==> config.mk <==
export PLATFORM = sky130hd
export DESIGN_NAME = calc_top
export DESIGN_NICKNAME = d
export VERILOG_FILES = /design/src/hw/calc_pkg.sv /design/src/hw/calc_top.sv /design/src/hw/entry_controller.sv /design/src/hw/seq_multiplier.sv /design/src/hw/signmag_addsub.sv
export SDC_FILE = /design/constraint.sdc
export NUM_CORES = 1
export LEC_CHECK = 0
export BUFFER_PORTS_ARGS = -buffer_cell sky130_fd_sc_hd__buf_2
export CORE_MARGIN = 4
export CORE_UTILIZATION = 60
export CTS_BUF_LIST = sky130_fd_sc_hd__clkbuf_8
export CTS_CLUSTER_SIZE = 12
export DETAILED_ROUTE_END_ITERATION = 10
export PLACE_DENSITY = 0.79
export SLEW_MARGIN = 20
export SYNTH_ARGS = -nofsm -noshare
export SYNTH_HDL_FRONTEND = slang
export SYNTH_HIERARCHICAL = 1
export SYNTH_SLANG_ARGS = --single-unit
==> constraint.sdc <==
create_clock -name clk -period 4.91 [get_ports clk]
set_input_delay 0.491 -clock clk [delete_from_list [all_inputs] [get_ports clk]]
set_output_delay 0.491 -clock clk [all_outputs]
set_load 0.005 [all_outputs]
==> src/hw/calc_pkg.sv <==
// Calculator shared types
package calc_pkg;

    // Operand width, sign in the top bit
    parameter int DATA_W_DEFAULT = 16;

    // Operator codes as sent by the keypad
    typedef enum logic [2:0] {
        OP_NONE = 3'd0,
        OP_NEG  = 3'd1,
        OP_ADD  = 3'd2,
        OP_SUB  = 3'd3,
        OP_MUL  = 3'd4
    } op_t;

    // Entry and compute states
    typedef enum logic [3:0] {
        WAIT_OP1,
        MUL10_OP1,
        ADD_DIGIT_OP1,
        WAIT_OP2,
        MUL10_OP2,
        ADD_DIGIT_OP2,
        DISPATCH,
        WAIT_RESULT,
        SHOW_RESULT
    } ctrl_state_t;

endpackage
==> src/hw/calc_top.sv <==
// Keypad calculator core
`timescale 1ns/1ps

module calc_top import calc_pkg::*; #(
    parameter int DATA_W = DATA_W_DEFAULT
) (
    input  logic              clk,
    input  logic              nRST,
    input  logic              digit_valid,
    input  logic [3:0]        digit,
    input  logic              op_valid,
    input  op_t               op,
    input  logic              equal_valid,
    output logic              key_read,
    output logic              complete,
    output logic [DATA_W-1:0] result
);

    logic              add_start;
    logic              add_sub;
    logic [DATA_W-1:0] add_a;
    logic [DATA_W-1:0] add_b;
    logic              add_done;
    logic [DATA_W-1:0] add_sum;

    logic              mul_start;
    logic [DATA_W-1:0] mul_a;
    logic [DATA_W-1:0] mul_b;
    logic              mul_done;
    logic [DATA_W-1:0] mul_prod;

    entry_controller #(.DATA_W(DATA_W)) entry_controller_inst (
        .clk         (clk),
        .nRST        (nRST),
        .digit_valid (digit_valid),
        .digit       (digit),
        .op_valid    (op_valid),
        .op          (op),
        .equal_valid (equal_valid),
        .key_read    (key_read),
        .complete    (complete),
        .result      (result),
        .add_start   (add_start),
        .add_sub     (add_sub),
        .add_a       (add_a),
        .add_b       (add_b),
        .add_done    (add_done),
        .add_sum     (add_sum),
        .mul_start   (mul_start),
        .mul_a       (mul_a),
        .mul_b       (mul_b),
        .mul_done    (mul_done),
        .mul_prod    (mul_prod)
    );

    signmag_addsub #(.DATA_W(DATA_W)) signmag_addsub_inst (
        .clk   (clk),
        .nRST  (nRST),
        .start (add_start),
        .sub   (add_sub),
        .a     (add_a),
        .b     (add_b),
        .done  (add_done),
        .sum   (add_sum)
    );

    // Shared by digit entry and the multiply operator
    seq_multiplier #(.DATA_W(DATA_W)) seq_multiplier_inst (
        .clk   (clk),
        .nRST  (nRST),
        .start (mul_start),
        .a     (mul_a),
        .b     (mul_b),
        .done  (mul_done),
        .prod  (mul_prod)
    );

endmodule

==> src/hw/entry_controller.sv <==
// Calculator entry and dispatch FSM
`timescale 1ns/1ps

module entry_controller import calc_pkg::*; #(
    parameter int DATA_W = DATA_W_DEFAULT
) (
    input  logic              clk,
    input  logic              nRST,

    input  logic              digit_valid,
    input  logic [3:0]        digit,
    input  logic              op_valid,
    input  op_t               op,
    input  logic              equal_valid,

    output logic              key_read,
    output logic              complete,
    output logic [DATA_W-1:0] result,

    output logic              add_start,
    output logic              add_sub,
    output logic [DATA_W-1:0] add_a,
    output logic [DATA_W-1:0] add_b,
    input  logic              add_done,
    input  logic [DATA_W-1:0] add_sum,

    output logic              mul_start,
    output logic [DATA_W-1:0] mul_a,
    output logic [DATA_W-1:0] mul_b,
    input  logic              mul_done,
    input  logic [DATA_W-1:0] mul_prod
);

    localparam int MAG_W = DATA_W - 1;

    ctrl_state_t       state;
    ctrl_state_t       next_state;
    logic [DATA_W-1:0] operand1;
    logic [DATA_W-1:0] operand2;
    logic [3:0]        digit_q;
    op_t               op_q;
    logic              in_wait;
    logic              is_arith;

    // Magnitude plus digit, wraps in the magnitude field
    function automatic logic [DATA_W-1:0] add_digit(
        input logic [DATA_W-1:0] val,
        input logic [3:0]        d
    );
        logic [MAG_W-1:0] mag;
        mag = val[MAG_W-1:0] + MAG_W'(d);
        return {val[DATA_W-1], mag};
    endfunction

    assign in_wait  = (state == WAIT_OP1) || (state == WAIT_OP2);
    assign is_arith = (op == OP_ADD) || (op == OP_SUB) || (op == OP_MUL);

    always_comb begin
        next_state = state;
        case (state)
            WAIT_OP1: begin
                if (digit_valid) begin
                    next_state = MUL10_OP1;
                end else if (op_valid && is_arith) begin
                    next_state = WAIT_OP2;
                end
            end
            MUL10_OP1: begin
                if (mul_done) begin
                    next_state = ADD_DIGIT_OP1;
                end
            end
            ADD_DIGIT_OP1: next_state = WAIT_OP1;
            WAIT_OP2: begin
                if (digit_valid) begin
                    next_state = MUL10_OP2;
                end else if (equal_valid) begin
                    next_state = DISPATCH;
                end
            end
            MUL10_OP2: begin
                if (mul_done) begin
                    next_state = ADD_DIGIT_OP2;
                end
            end
            ADD_DIGIT_OP2: next_state = WAIT_OP2;
            DISPATCH:      next_state = WAIT_RESULT;
            WAIT_RESULT: begin
                if (add_done || mul_done) begin
                    next_state = SHOW_RESULT;
                end
            end
            SHOW_RESULT:   next_state = WAIT_OP1;
            default:       next_state = WAIT_OP1;
        endcase
    end

    always_ff @(posedge clk or negedge nRST) begin
        if (!nRST) begin
            state    <= WAIT_OP1;
            operand1 <= '0;
            operand2 <= '0;
            op_q     <= OP_NONE;
            key_read <= 1'b0;
            complete <= 1'b0;
            result   <= '0;
        end else begin
            state    <= next_state;
            key_read <= 1'b0;
            complete <= 1'b0;
            case (state)
                WAIT_OP1: begin
                    if (digit_valid) begin
                        key_read <= 1'b1;
                    end else if (op_valid && op == OP_NEG) begin
                        operand1[DATA_W-1] <= ~operand1[DATA_W-1];
                    end else if (op_valid && is_arith) begin
                        op_q <= op;
                    end
                end
                MUL10_OP1: begin
                    // Times ten keeps the operand's own sign
                    if (mul_done) begin
                        operand1 <= {operand1[DATA_W-1], mul_prod[MAG_W-1:0]};
                    end
                end
                ADD_DIGIT_OP1: operand1 <= add_digit(operand1, digit_q);
                WAIT_OP2: begin
                    if (digit_valid) begin
                        key_read <= 1'b1;
                    end else if (op_valid && op == OP_NEG) begin
                        operand2[DATA_W-1] <= ~operand2[DATA_W-1];
                    end
                end
                MUL10_OP2: begin
                    if (mul_done) begin
                        operand2 <= {operand2[DATA_W-1], mul_prod[MAG_W-1:0]};
                    end
                end
                ADD_DIGIT_OP2: operand2 <= add_digit(operand2, digit_q);
                WAIT_RESULT: begin
                    if (add_done) begin
                        result <= add_sum;
                    end else if (mul_done) begin
                        result <= mul_prod;
                    end
                end
                SHOW_RESULT: begin
                    complete <= 1'b1;
                    operand1 <= '0;
                    operand2 <= '0;
                end
                default: ;
            endcase
        end
    end

    always_ff @(posedge clk) begin
        if (in_wait && digit_valid) begin
            digit_q <= digit;
        end
    end

    // key_read marks the first cycle of a times-ten step
    assign add_start = (state == DISPATCH) && (op_q != OP_MUL);
    assign mul_start = key_read || ((state == DISPATCH) && (op_q == OP_MUL));
    assign add_sub   = (op_q == OP_SUB);
    assign add_a     = operand1;
    assign add_b     = operand2;

    always_comb begin
        case (state)
            MUL10_OP1: begin
                mul_a = operand1;
                mul_b = DATA_W'(10);
            end
            MUL10_OP2: begin
                mul_a = operand2;
                mul_b = DATA_W'(10);
            end
            default: begin
                mul_a = operand1;
                mul_b = operand2;
            end
        endcase
    end

endmodule

==> src/hw/seq_multiplier.sv <==
// Shift-and-add sign-magnitude multiplier
`timescale 1ns/1ps

module seq_multiplier import calc_pkg::*; #(
    parameter int DATA_W = DATA_W_DEFAULT
) (
    input  logic              clk,
    input  logic              nRST,
    input  logic              start,
    input  logic [DATA_W-1:0] a,
    input  logic [DATA_W-1:0] b,
    output logic              done,
    output logic [DATA_W-1:0] prod
);

    localparam int MAG_W = DATA_W - 1;
    localparam int CNT_W = $clog2(DATA_W);
    // One step per magnitude bit
    localparam logic [CNT_W-1:0] LAST_STEP = CNT_W'(MAG_W - 1);

    logic             busy;
    logic [CNT_W-1:0] count;
    logic             sign;
    logic [MAG_W-1:0] mcand;
    logic [MAG_W-1:0] mplier;
    logic [MAG_W-1:0] acc;
    logic [MAG_W-1:0] acc_next;

    // Add the shifted multiplicand when the current bit is set
    assign acc_next = mplier[0] ? acc + mcand : acc;

    always_ff @(posedge clk or negedge nRST) begin
        if (!nRST) begin
            busy  <= 1'b0;
            done  <= 1'b0;
            count <= '0;
        end else begin
            done <= 1'b0;
            if (busy) begin
                count <= count + 1'b1;
                if (count == LAST_STEP) begin
                    busy <= 1'b0;
                    done <= 1'b1;
                end
            end else if (start) begin
                busy  <= 1'b1;
                count <= '0;
            end
        end
    end

    always_ff @(posedge clk) begin
        if (busy) begin
            acc    <= acc_next;
            mcand  <= mcand << 1;
            mplier <= mplier >> 1;
            if (count == LAST_STEP) begin
                // Low bits only, zero forced positive
                prod <= {sign & (|acc_next), acc_next};
            end
        end else if (start) begin
            mcand  <= a[MAG_W-1:0];
            mplier <= b[MAG_W-1:0];
            acc    <= '0;
            sign   <= a[DATA_W-1] ^ b[DATA_W-1];
        end
    end

endmodule

==> src/hw/signmag_addsub.sv <==
// Sign-magnitude adder and subtractor
`timescale 1ns/1ps

module signmag_addsub import calc_pkg::*; #(
    parameter int DATA_W = DATA_W_DEFAULT
) (
    input  logic              clk,
    input  logic              nRST,
    input  logic              start,
    input  logic              sub,
    input  logic [DATA_W-1:0] a,
    input  logic [DATA_W-1:0] b,
    output logic              done,
    output logic [DATA_W-1:0] sum
);

    localparam int MAG_W = DATA_W - 1;

    logic             a_sign;
    logic             b_sign;
    logic [MAG_W-1:0] a_mag;
    logic [MAG_W-1:0] b_mag;
    logic             res_sign;
    logic [MAG_W-1:0] res_mag;

    assign a_sign = a[DATA_W-1];
    // Subtraction is addition with b negated
    assign b_sign = b[DATA_W-1] ^ sub;
    assign a_mag  = a[MAG_W-1:0];
    assign b_mag  = b[MAG_W-1:0];

    always_comb begin
        if (a_sign == b_sign) begin
            res_mag  = a_mag + b_mag;
            res_sign = a_sign;
        end else if (a_mag >= b_mag) begin
            res_mag  = a_mag - b_mag;
            res_sign = a_sign;
        end else begin
            // Larger magnitude sets the sign
            res_mag  = b_mag - a_mag;
            res_sign = b_sign;
        end
    end

    always_ff @(posedge clk or negedge nRST) begin
        if (!nRST) begin
            done <= 1'b0;
        end else begin
            done <= start;
        end
    end

    always_ff @(posedge clk) begin
        if (start) begin
            // No negative zero
            sum <= {res_sign & (|res_mag), res_mag};
        end
    end

endmodule

==> metrics.md, run 1 <==
| Metric | Value |
|---|---|
| Status | finished clean |
| Sw Share | 47.9% |
| Critical path arrival | between 4000 and 5000 ps |
| # setup viols final | 0 |
| Layout cells sized above 1 | 13.0% |
| Gr busiest metal | met2 |
| Max Cap Violations | 0 |
| CTS tree | done |
| Area Growth Syn to Fin | 5.58% |
| LEAKAGE | 4.67 nW |
| Sequential-to-total area share from yosys stat | 38.7% |
| Clock Power Share | 11.2% |
| Slew Limit Fails | 0 |
| Port bufs | 29 |
| DRT antenna net count | 0 |
| Global Route met2 Usage | a little over two fifths |
| Unique cell type count in the Yosys netlist | 95 |
| Gates resized, CTS repair | 0 |
| Worst VDD drop | about 380 uV |
| Synth area leaders | edfxtp_1 23%, dfrtp_1 15%, ha_1 8.5% |
| Wire per inst | 21.1 um |
| First-pass DRT Iterations | 6 |
| Met3 GRT Util | about 6.2% |
| Largest net degree at the start of global routing | 48 |
| Vias in the first global route | 7931 |
| Commonest cells after routing, fill and taps aside | 80 x edfxtp_1, 78 x inv_1, 75 x o21ai_0, 71 x ha_1, 69 x nor2_1 |
| Post-cts hold buffer count | 1 |
| Clk_skew | roughly 15 ps |
| Dominant cell type by area after synthesis | edfxtp_1 |
| Synthesized area | about 0.010 mm^2 |
| Comb power frac | between 60% and 70% |
| Place WS | 802 ps |
| Via density | 6.48 |
| Core area | 0.0168 mm^2 |
| GRT met1 Usage | 38.3% |
| Initial DRC Count | 921 |
| CP max FO | 13 |
| Async S/R FF share, synth | 43.8% |
| Critical path endpoint category | flop |
| Initial antenna violation count | 2 |
| Final WS setup | just over 700 ps |
| Initial core utilization | 62.1% |
| Number of synthesized flops with an enable pin | 80 |
| Routability Congestion | roughly 0.96 |
| Root buf cell | clkbuf_8 |
| Die Ht | 140 um |
| Max Freq | 238 MHz |
| Die Wd | 140 um |
| Minimum clock period | approximately 4200 ps |
| Clock Sinks | 146 |
| H-tree lvl count | 4 |
| Global route total overflow | 0 |
| First-pass GRT wire length | approximately 43000 um |
| Fin. Hold Viols | 0 |
| Detailed placement HPWL | just over 20000 um |
| PnR Total Power | 8.40 mW |
| Avg Synthesized Cell Area | between 9 and 10 um^2 |
| Crit start category | flop |
| Sequential share of power | 28.6% |
| Yosys warning count | 6 |
| Row count | 47 |
| Final Core Density | 65.6% |
| Worst Hold Class | in -> reg |
| CTS Buffer Depth | 2 |
| Clock transition at the registers of the reported paths | roughly 80 ps |
| Tot GR Track Use | 27.7% |
| Nets@finish | 1167 |
| Clk_lat worst skew | 470 ps |
| Post-Syn Instances | 1070 |
| CTS buffer count | 17 |
| Main synth FF type | edfxtp_1 |
| DR vias | 8501 |
| Antenna Diode Count | 0 |
| Syn_nets | 1159 |
| Switching pwr | about 4.0 mW |
| I/O pin total | 30 |
| Die ar. | 0.0196 mm^2 |
| Final WL | 27700 um |
| Internal | 4.38 mW |
| Required time of the critical path | about 5100 ps |
| Commonest non-fill, non-tap cell in the layout | edfxtp_1 |
| Unrepaired setup endpoints after global routing | false |
| PwrDens | 761 mW/mm^2 |
| Slew margin rel. | 33.7% |
| Synth top area share | a little under a quarter |
| Worst Max-Slew Pin Slew | 995 ps |
| Flops & latches, synth | 146 |
| CP Class | reg -> reg |
| DRC | 0 |
| Final period utilization | between 80% and 90% |
| Post-CTS setup buffer count | 0 |
| TNS Setup | 0 ps |
[through the flow]
step / cells / hold WS, ps / instance area (um^2)
after CTS: 1311 / 171 / 11000
after global placement: 1277 / 435 / 10600
after floorplan: 1070 / 195 / 10500
final: 1311 / 189 / 11000
after global routing: 1311 / 180 / 11000
after detailed placement: 1278 / 438 / 10600
[flip-flops by register name (all words and copies together), names as in the netlist, 3 cells and up]
| name | flops |
|---|---|
| entry_controller_inst/op_q | 3 |
| seq_multiplier_inst/mcand | 15 |
| entry_controller_inst/digit_q | 4 |
| entry_controller_inst/result | 16 |
| entry_controller_inst/add_a | 16 |
| seq_multiplier_inst/prod | 16 |
| seq_multiplier_inst/mplier | 15 |
| signmag_addsub_inst/sum | 16 |
| seq_multiplier_inst/count | 4 |
| entry_controller_inst/state | 4 |
| entry_controller_inst/add_b | 16 |
| seq_multiplier_inst/acc | 15 |
[power by group through the flow]
| stage | clock, mW | combinational (mW) | sequential, mW |
|---|---|---|---|
| after detailed placement | 0 | 4.91 | 2.42 |
| after global routing | 1.00 | 5.50 | 2.46 |
| final | 0.937 | 5.06 | 2.40 |
| after CTS | 0.946 | 4.96 | 2.39 |
| after floorplan | 0 | 3.87 | 2.23 |
| after global placement | 0 | 4.85 | 2.39 |
[final cells by class]
class,count,area (um^2)
Inverter,71,267
Fill cell,1382,5780
Multi-Input combinational cell,801,5820
Tap cell,220,275
Sequential cell,146,4040
Timing Repair Buffer,41,245
Clock inverter,12,106
Clock buffer,20,275
[per-layer routing]
metal	routed length [um]	part of all wire, %
met5	26	0.094
met1	11900	43
met2	12900	47
met3	2220	8.0
met4	668	2.4
[cell families after synthesis]
kind of cell | count (synthesis) | share of synthesized area (%)
and+or+nand+nor | 299 | 15.1
DFF | 146 | 38.7
muxes | 63 | 6.48
buffers and inverters | 123 | 5.81
adders and majority gates | 77 | 9.65
AOI/OAI and AO/OA | 332 | 21.7
xor gates and xnor gates | 30 | 2.51
[synth_stat cells (all sizes together), types with 26 or more instances]
cell type,number
nor2,73
mux2i,26
a21oi,67
and2,28
inv,70
ha,71
nand3,29
dfrtp,64
o21ai,83
nand2,58
mux2,37
edfxtp,80
buf,29
[final timing paths]
kind | startpoint | endpoint | slack, ps | depth (start not counted)
setup / recovery | entry_controller_inst/add_a[12] | signmag_addsub_inst/sum[15] | 710 | 11
min in group asynchronous | nRST | entry_controller_inst/result[10] | 470 | 2
max in group asynchronous | nRST | entry_controller_inst/add_a[2] | 3420 | 3
setup reg to reg | entry_controller_inst/add_a[12] | signmag_addsub_inst/sum[15] | 710 | 11
hold reg to reg | seq_multiplier_inst/count[3] | seq_multiplier_inst/count[3] | 500 | 1
hold / removal | digit[2] | entry_controller_inst/digit_q[2] | 190 | 1
[critical path, cell delays in order, from the launching register on]
cell and delay [ps]:
dfrtp_1 470, inv_1 70, ha_1 530, and4_2 360, nand3_1 150, a211oi_1 770, nor2_2 260, a211oi_1 270
nor3_1 80, or3_1 360, a2111oi_0 460, a31oi_1 150
Note: power is estimated with default switching activity, not from simulation.
==> run 2: changes to the inputs <==
--- a/config.mk
+++ b/config.mk
@@ -6,7 +6,6 @@
 export NUM_CORES = 1
 export LEC_CHECK = 0
 export BUFFER_PORTS_ARGS = -buffer_cell sky130_fd_sc_hd__buf_2
-export CORE_MARGIN = 4
 export CORE_UTILIZATION = 60
 export CTS_BUF_LIST = sky130_fd_sc_hd__clkbuf_8
 export CTS_CLUSTER_SIZE = 12
==> constraint.sdc (replaced) <==
create_clock -name clk -period 5.41 [get_ports clk]
set_input_delay 0.541 -clock clk [delete_from_list [all_inputs] [get_ports clk]]
set_output_delay 0.541 -clock clk [all_outputs]
set_load 0.005 [all_outputs]
==> metrics.md, run 2 (synthesis results as in run 1) <==
| Metric | Value |
|---|---|
| Worst Max-Slew Pin Slew | 1160 ps |
| Root buf cell | clkbuf_8 |
| Area Growth Syn to Fin | 6.36% |
| I/O pin total | 30 |
| Fin. Hold Viols | 0 |
| Final Hold Slack | between 200 and 300 ps |
| Worst Hold Class | in -> reg |
| CP most frequent cell | a211oi_1 |
| Slowest cell on crit path | a211oi_1 |
| WP buf/inv | 1 |
| Slew Limit Fails | 0 |
| Initial core utilization | between 60 and 70% |
| TNS Setup | 0 ps |
| CP Class | reg -> reg |
| DRT antenna net count | 0 |
| Peak per-stage delay on the critical path | 800 ps |
| Post-cts hold buffer count | 0 |
| Row count | 47 |
| Initial antenna violation count | 0 |
| CTS Buffer Depth | 2 |
| Unrepaired setup endpoints after global routing | false |
| Antenna Diode Count | 0 |
| Clk_skew | 17.5 ps |
| Port bufs | 29 |
| Wire per inst | 21.2 um |
| Clock Sinks | between 100 and 150 |
| Top Family by Delay on Critical Path | compound AO/OA/AOI/OAI gates |
| H-tree lvl count | 4 |
| First-pass GRT wire length | 43500 um |
| First-pass DRT Iterations | 6 |
| Crit start category | flop |
| Die Ht | 134 um |
| Slew margin rel. | 22.5% |
| Clock transition at the registers of the reported paths | 90 ps |
| Initial DRC Count | 992 |
| DR vias | 8570 |
| Required time of the critical path | 5620 ps |
| Die ar. | ~0.018 mm^2 |
| Non-Filler Instances | 1310 |
| Worst VDD drop | 436 uV |
| Final period utilization | between 80% and 90% |
| Vias in the first global route | 7887 |
| Detailed placement HPWL | roughly 21000 um |
| Tot GR Track Use | 31.8% |
| LEAKAGE | 4.69 nW |
| Place WS | 1190 ps |
| Gates resized, CTS repair | 0 |
| Commonest cells after routing, fill and taps aside | 80 x edfxtp_1, 75 x o21ai_0, 72 x inv_1, 71 x ha_1, 69 x nor2_1 |
| Routability Congestion | 1.00 |
| Status | finished clean |
| DRC | 0 |
| PwrDens | between 700 and 800 mW/mm^2 |
| CTS buffer count | 17 |
| Minimum clock period | 4360 ps |
| Final Core Density | 66.1% |
| Max Cap Violations | 0 |
| Placed Cells | 1278 |
| Post-CTS setup buffer count | 0 |
| Global route total overflow | 0 |
| Layout cells sized above 1 | between 10% and 20% |
| Cell chain of the critical path | inv_1, ha_1, and4_2, nand3_1, a211oi_1, nor2_2, a211oi_1, nor3_1, or3_1, a2111oi_0, a31oi_1 |
| Critical path endpoint category | flop |
| Via density | around 6.5 |
| Final WS setup | around 1100 ps |
| # setup viols final | 0 |
| Die Wd | 134 um |
| Critical path arrival | 4560 ps |
| Core area | 0.0168 mm^2 |
| Nets@finish | 1166 |
| Commonest non-fill, non-tap cell in the layout | edfxtp_1 |
| Clk_lat worst skew | about 470 ps |
| CTS tree | done |
| Largest net degree at the start of global routing | 65 |
| Max Freq | 229 MHz |
| Final WL | 27800 um |
| CP max FO | 16 |
run 2: cell types whose count changed in the layout (fill, tap and decap cells not counted), sizes merged:
| cell | previous run | this run |
|---|---|---|
| clkbuf | 20 | 18 |
| inv | 79 | 76 |
| bufinv | 2 | 6 |
| clkinvlp | 1 | 0 |
| clkinv | 1 | 3 |
| dlygate4sd3 | 1 | 0 |
run 2: layout make-up:
cell class,count,area [um^2]
flip-flops and latches,146,4040
repair buffers,40,231
inverters,71,267
fillers,1396,5700
clock buffers,18,248
clock inverters,14,231
multi-input cells,801,5820
well taps,220,275
run 2: metal layers:
layer | GRT usage, % | up-vias | part of all wire (%)
met5 | 0 | - | 0
li1 | - | 3998 | -
met3 | 4.76 | 43 | 7.6
met4 | 10.0 | 0 | 2.2
met1 | 44.7 | 4163 | 44
met2 | 50.7 | 366 | 47
run 2: metrics by stage:
stage | power, mW | cell area [um^2]
6_report | 7.87 | 11100
5_1_grt | 8.35 | 11100
4_1_cts | 7.74 | 11100
3_5_place_dp | 6.67 | 10600
3_3_place_gp | 6.60 | 10600
2_1_floorplan | 5.54 | 10500
run 2: worst paths after layout:
kind / start / end / slack (ps) / cells past startpoint
worst min-delay path: digit[3] / entry_controller_inst/digit_q[3] / 250 / 1
worst max-delay path: entry_controller_inst/add_a[11] / signmag_addsub_inst/sum[15] / 1050 / 11
worst max register to register: entry_controller_inst/add_a[11] / signmag_addsub_inst/sum[15] / 1050 / 11
max in group asynchronous: nRST / seq_multiplier_inst/done / 4560 / 2
worst min register to register: seq_multiplier_inst/count[3] / seq_multiplier_inst/count[3] / 510 / 1
min in group asynchronous: nRST / entry_controller_inst/result[3] / 260 / 2
run 2: power by group:
part,switching (mW),internal [mW],total (mW)
Combinational,2.83,1.80,4.63
Sequential,0.441,1.74,2.18
Clock,0.450,0.608,1.06
==> run 3: changes to the inputs <==
==> constraint.sdc (replaced) <==
create_clock -name clk -period 4.45 [get_ports clk]
set_input_delay 0.445 -clock clk [delete_from_list [all_inputs] [get_ports clk]]
set_output_delay 0.445 -clock clk [all_outputs]
set_load 0.005 [all_outputs]
==> metrics.md, run 3 (synthesis results as in run 1) <==
| Metric | Value |
|---|---|
| DR vias | approximately 8700 |
| CP Class | reg -> reg |
| Clk_skew | 11.5 ps |
| Non-Filler Instances | ~1300 |
| Placed cell area | 0.0107 mm^2 |
| Largest net degree at the start of global routing | 50 |
| Slew margin rel. | about 44% |
| PnR Total Power | 9.49 mW |
| Clock Sinks | 146 |
| Initial DRC Count | 908 |
| Hold Crit Depth | 1 |
| Root buf cell | clkbuf_8 |
| CP max FO | 9 |
| Initial antenna violation count | 0 |
| DRC | 0 |
| Final instance area | 0.0112 mm^2 |
| Initial core utilization | 62.1% |
| Required time of the critical path | 4750 ps |
| Row count | 47 |
| I/O pin total | 30 |
| Detailed placement HPWL | 20600 um |
| Routability Congestion | 0.955 |
| CTS tree | done |
| CTS Buffer Depth | 2 |
| Status | finished clean |
| TNS Setup | 0 ps |
| DRT antenna net count | 0 |
| Final WL | 27800 um |
| Slew Limit Fails | 0 |
| Worst Hold Class | in -> reg |
| Place WS | 427 ps |
| Crit start category | flop |
| CTS buffer count | 17 |
| Layout cells sized above 1 | 14.6% |
| PwrDens | roughly 850 mW/mm^2 |
| First-pass DRT Iterations | 8 |
| Commonest non-fill, non-tap cell in the layout | edfxtp_1 |
| Vias in the first global route | between 8000 and 9000 |
| Unrepaired setup endpoints after global routing | false |
| Critical path arrival | 4470 ps |
| Global route total overflow | 0 |
| Critical path endpoint category | flop |
| Reg2Reg Depth | 12 |
| Fin. Hold Viols | 0 |
| # setup viols final | 0 |
| Max Freq | roughly 240 MHz |
| Clk_lat worst skew | ~460 ps |
| Post-CTS setup buffer count | 0 |
| Nets@finish | 1179 |
| Die ar. | 0.0180 mm^2 |
| LEAKAGE | 4.74 nW |
| H-tree lvl count | 4 |
| Worst Max-Slew Pin Slew | 842 ps |
| Wire per inst | between 20 and 25 um |
| Core area | around 0.017 mm^2 |
| Via density | 6.55 |
| Clock transition at the registers of the reported paths | around 90 ps |
| Die Ht | ~130 um |
| Tot GR Track Use | 31.9% |
| Commonest cells after routing, fill and taps aside | 80 x edfxtp_1, 75 x o21ai_0, 72 x inv_1, 71 x ha_1, 69 x nor2_1 |
| Max Cap Violations | 0 |
| Port bufs | 29 |
| Area Growth Syn to Fin | 6.93% |
| Gates resized, CTS repair | 0 |
| Final period utilization | about 94% |
| Final WS setup | 289 ps |
| Worst VDD drop | 452 uV |
| Minimum clock period | 4160 ps |
| Die Wd | 134 um |
| First-pass GRT wire length | 43900 um |
| Placed Cells | 1289 |
run 3: what timing repair did:
action                     in CTS  in global routing
setup endpoints to repair       0                  0
hold buffers                    1                  0
hold endpoints to repair       15                  0
run 3: final cells by class:
class | count | area (um^2)
antenna | 1 | 2.50
clock inverter | 15 | 189
clock buffer | 17 | 234
timing repair buffer | 53 | 335
sequential | 146 | 4040
fill | 1375 | 5640
tap | 220 | 275
inverter | 71 | 267
multi-input combinational | 801 | 5830
run 3: routing by layer:
layer,up-vias,wire length [um],global-route usage (%)
li1,4027,-,-
met1,4180,12000,43.0
met2,409,12900,51.3
met3,61,2190,7.11
met4,0,707,9.97
met5,-,0,0
run 3: worst max-delay path, cell delays in order (launching register included):
cell and delay [ps]:
dfrtp_1 600, inv_1 150, ha_1 370, nor2b_1 160
o31ai_1 460, a211oi_1 150, buf_4 200, nor2_2 460
mux2_2 400, o21ai_0 590, or2_2 240, nor4_2 40
a31oi_1 180
run 3: stage by stage:
step	hold WS (ps)	utilization, %
floorplan	149	-
global placement	369	63.7
detailed placement	376	63.8
CTS	146	66.3
global route	139	66.4
finish	158	66.4
run 3: final timing paths:
kind / start / end / slack [ps]
min: digit[0] / entry_controller_inst/digit_q[0] / 160
min in group asynchronous: nRST / entry_controller_inst/result[5] / 420
max reg2reg: entry_controller_inst/add_a[1] / signmag_addsub_inst/sum[15] / 290
max: entry_controller_inst/add_a[1] / signmag_addsub_inst/sum[15] / 290
max in group asynchronous: nRST / entry_controller_inst/add_a[0] / 3000
min reg2reg: seq_multiplier_inst/count[3] / seq_multiplier_inst/count[3] / 500
run 3: where the power goes:
part	internal (mW)	switching [mW]	leakage, nW
combinational	2.23	3.49	2.85
clock	0.609	0.532	0.227
sequential	2.12	0.508	1.66
total	4.96	4.53	4.74
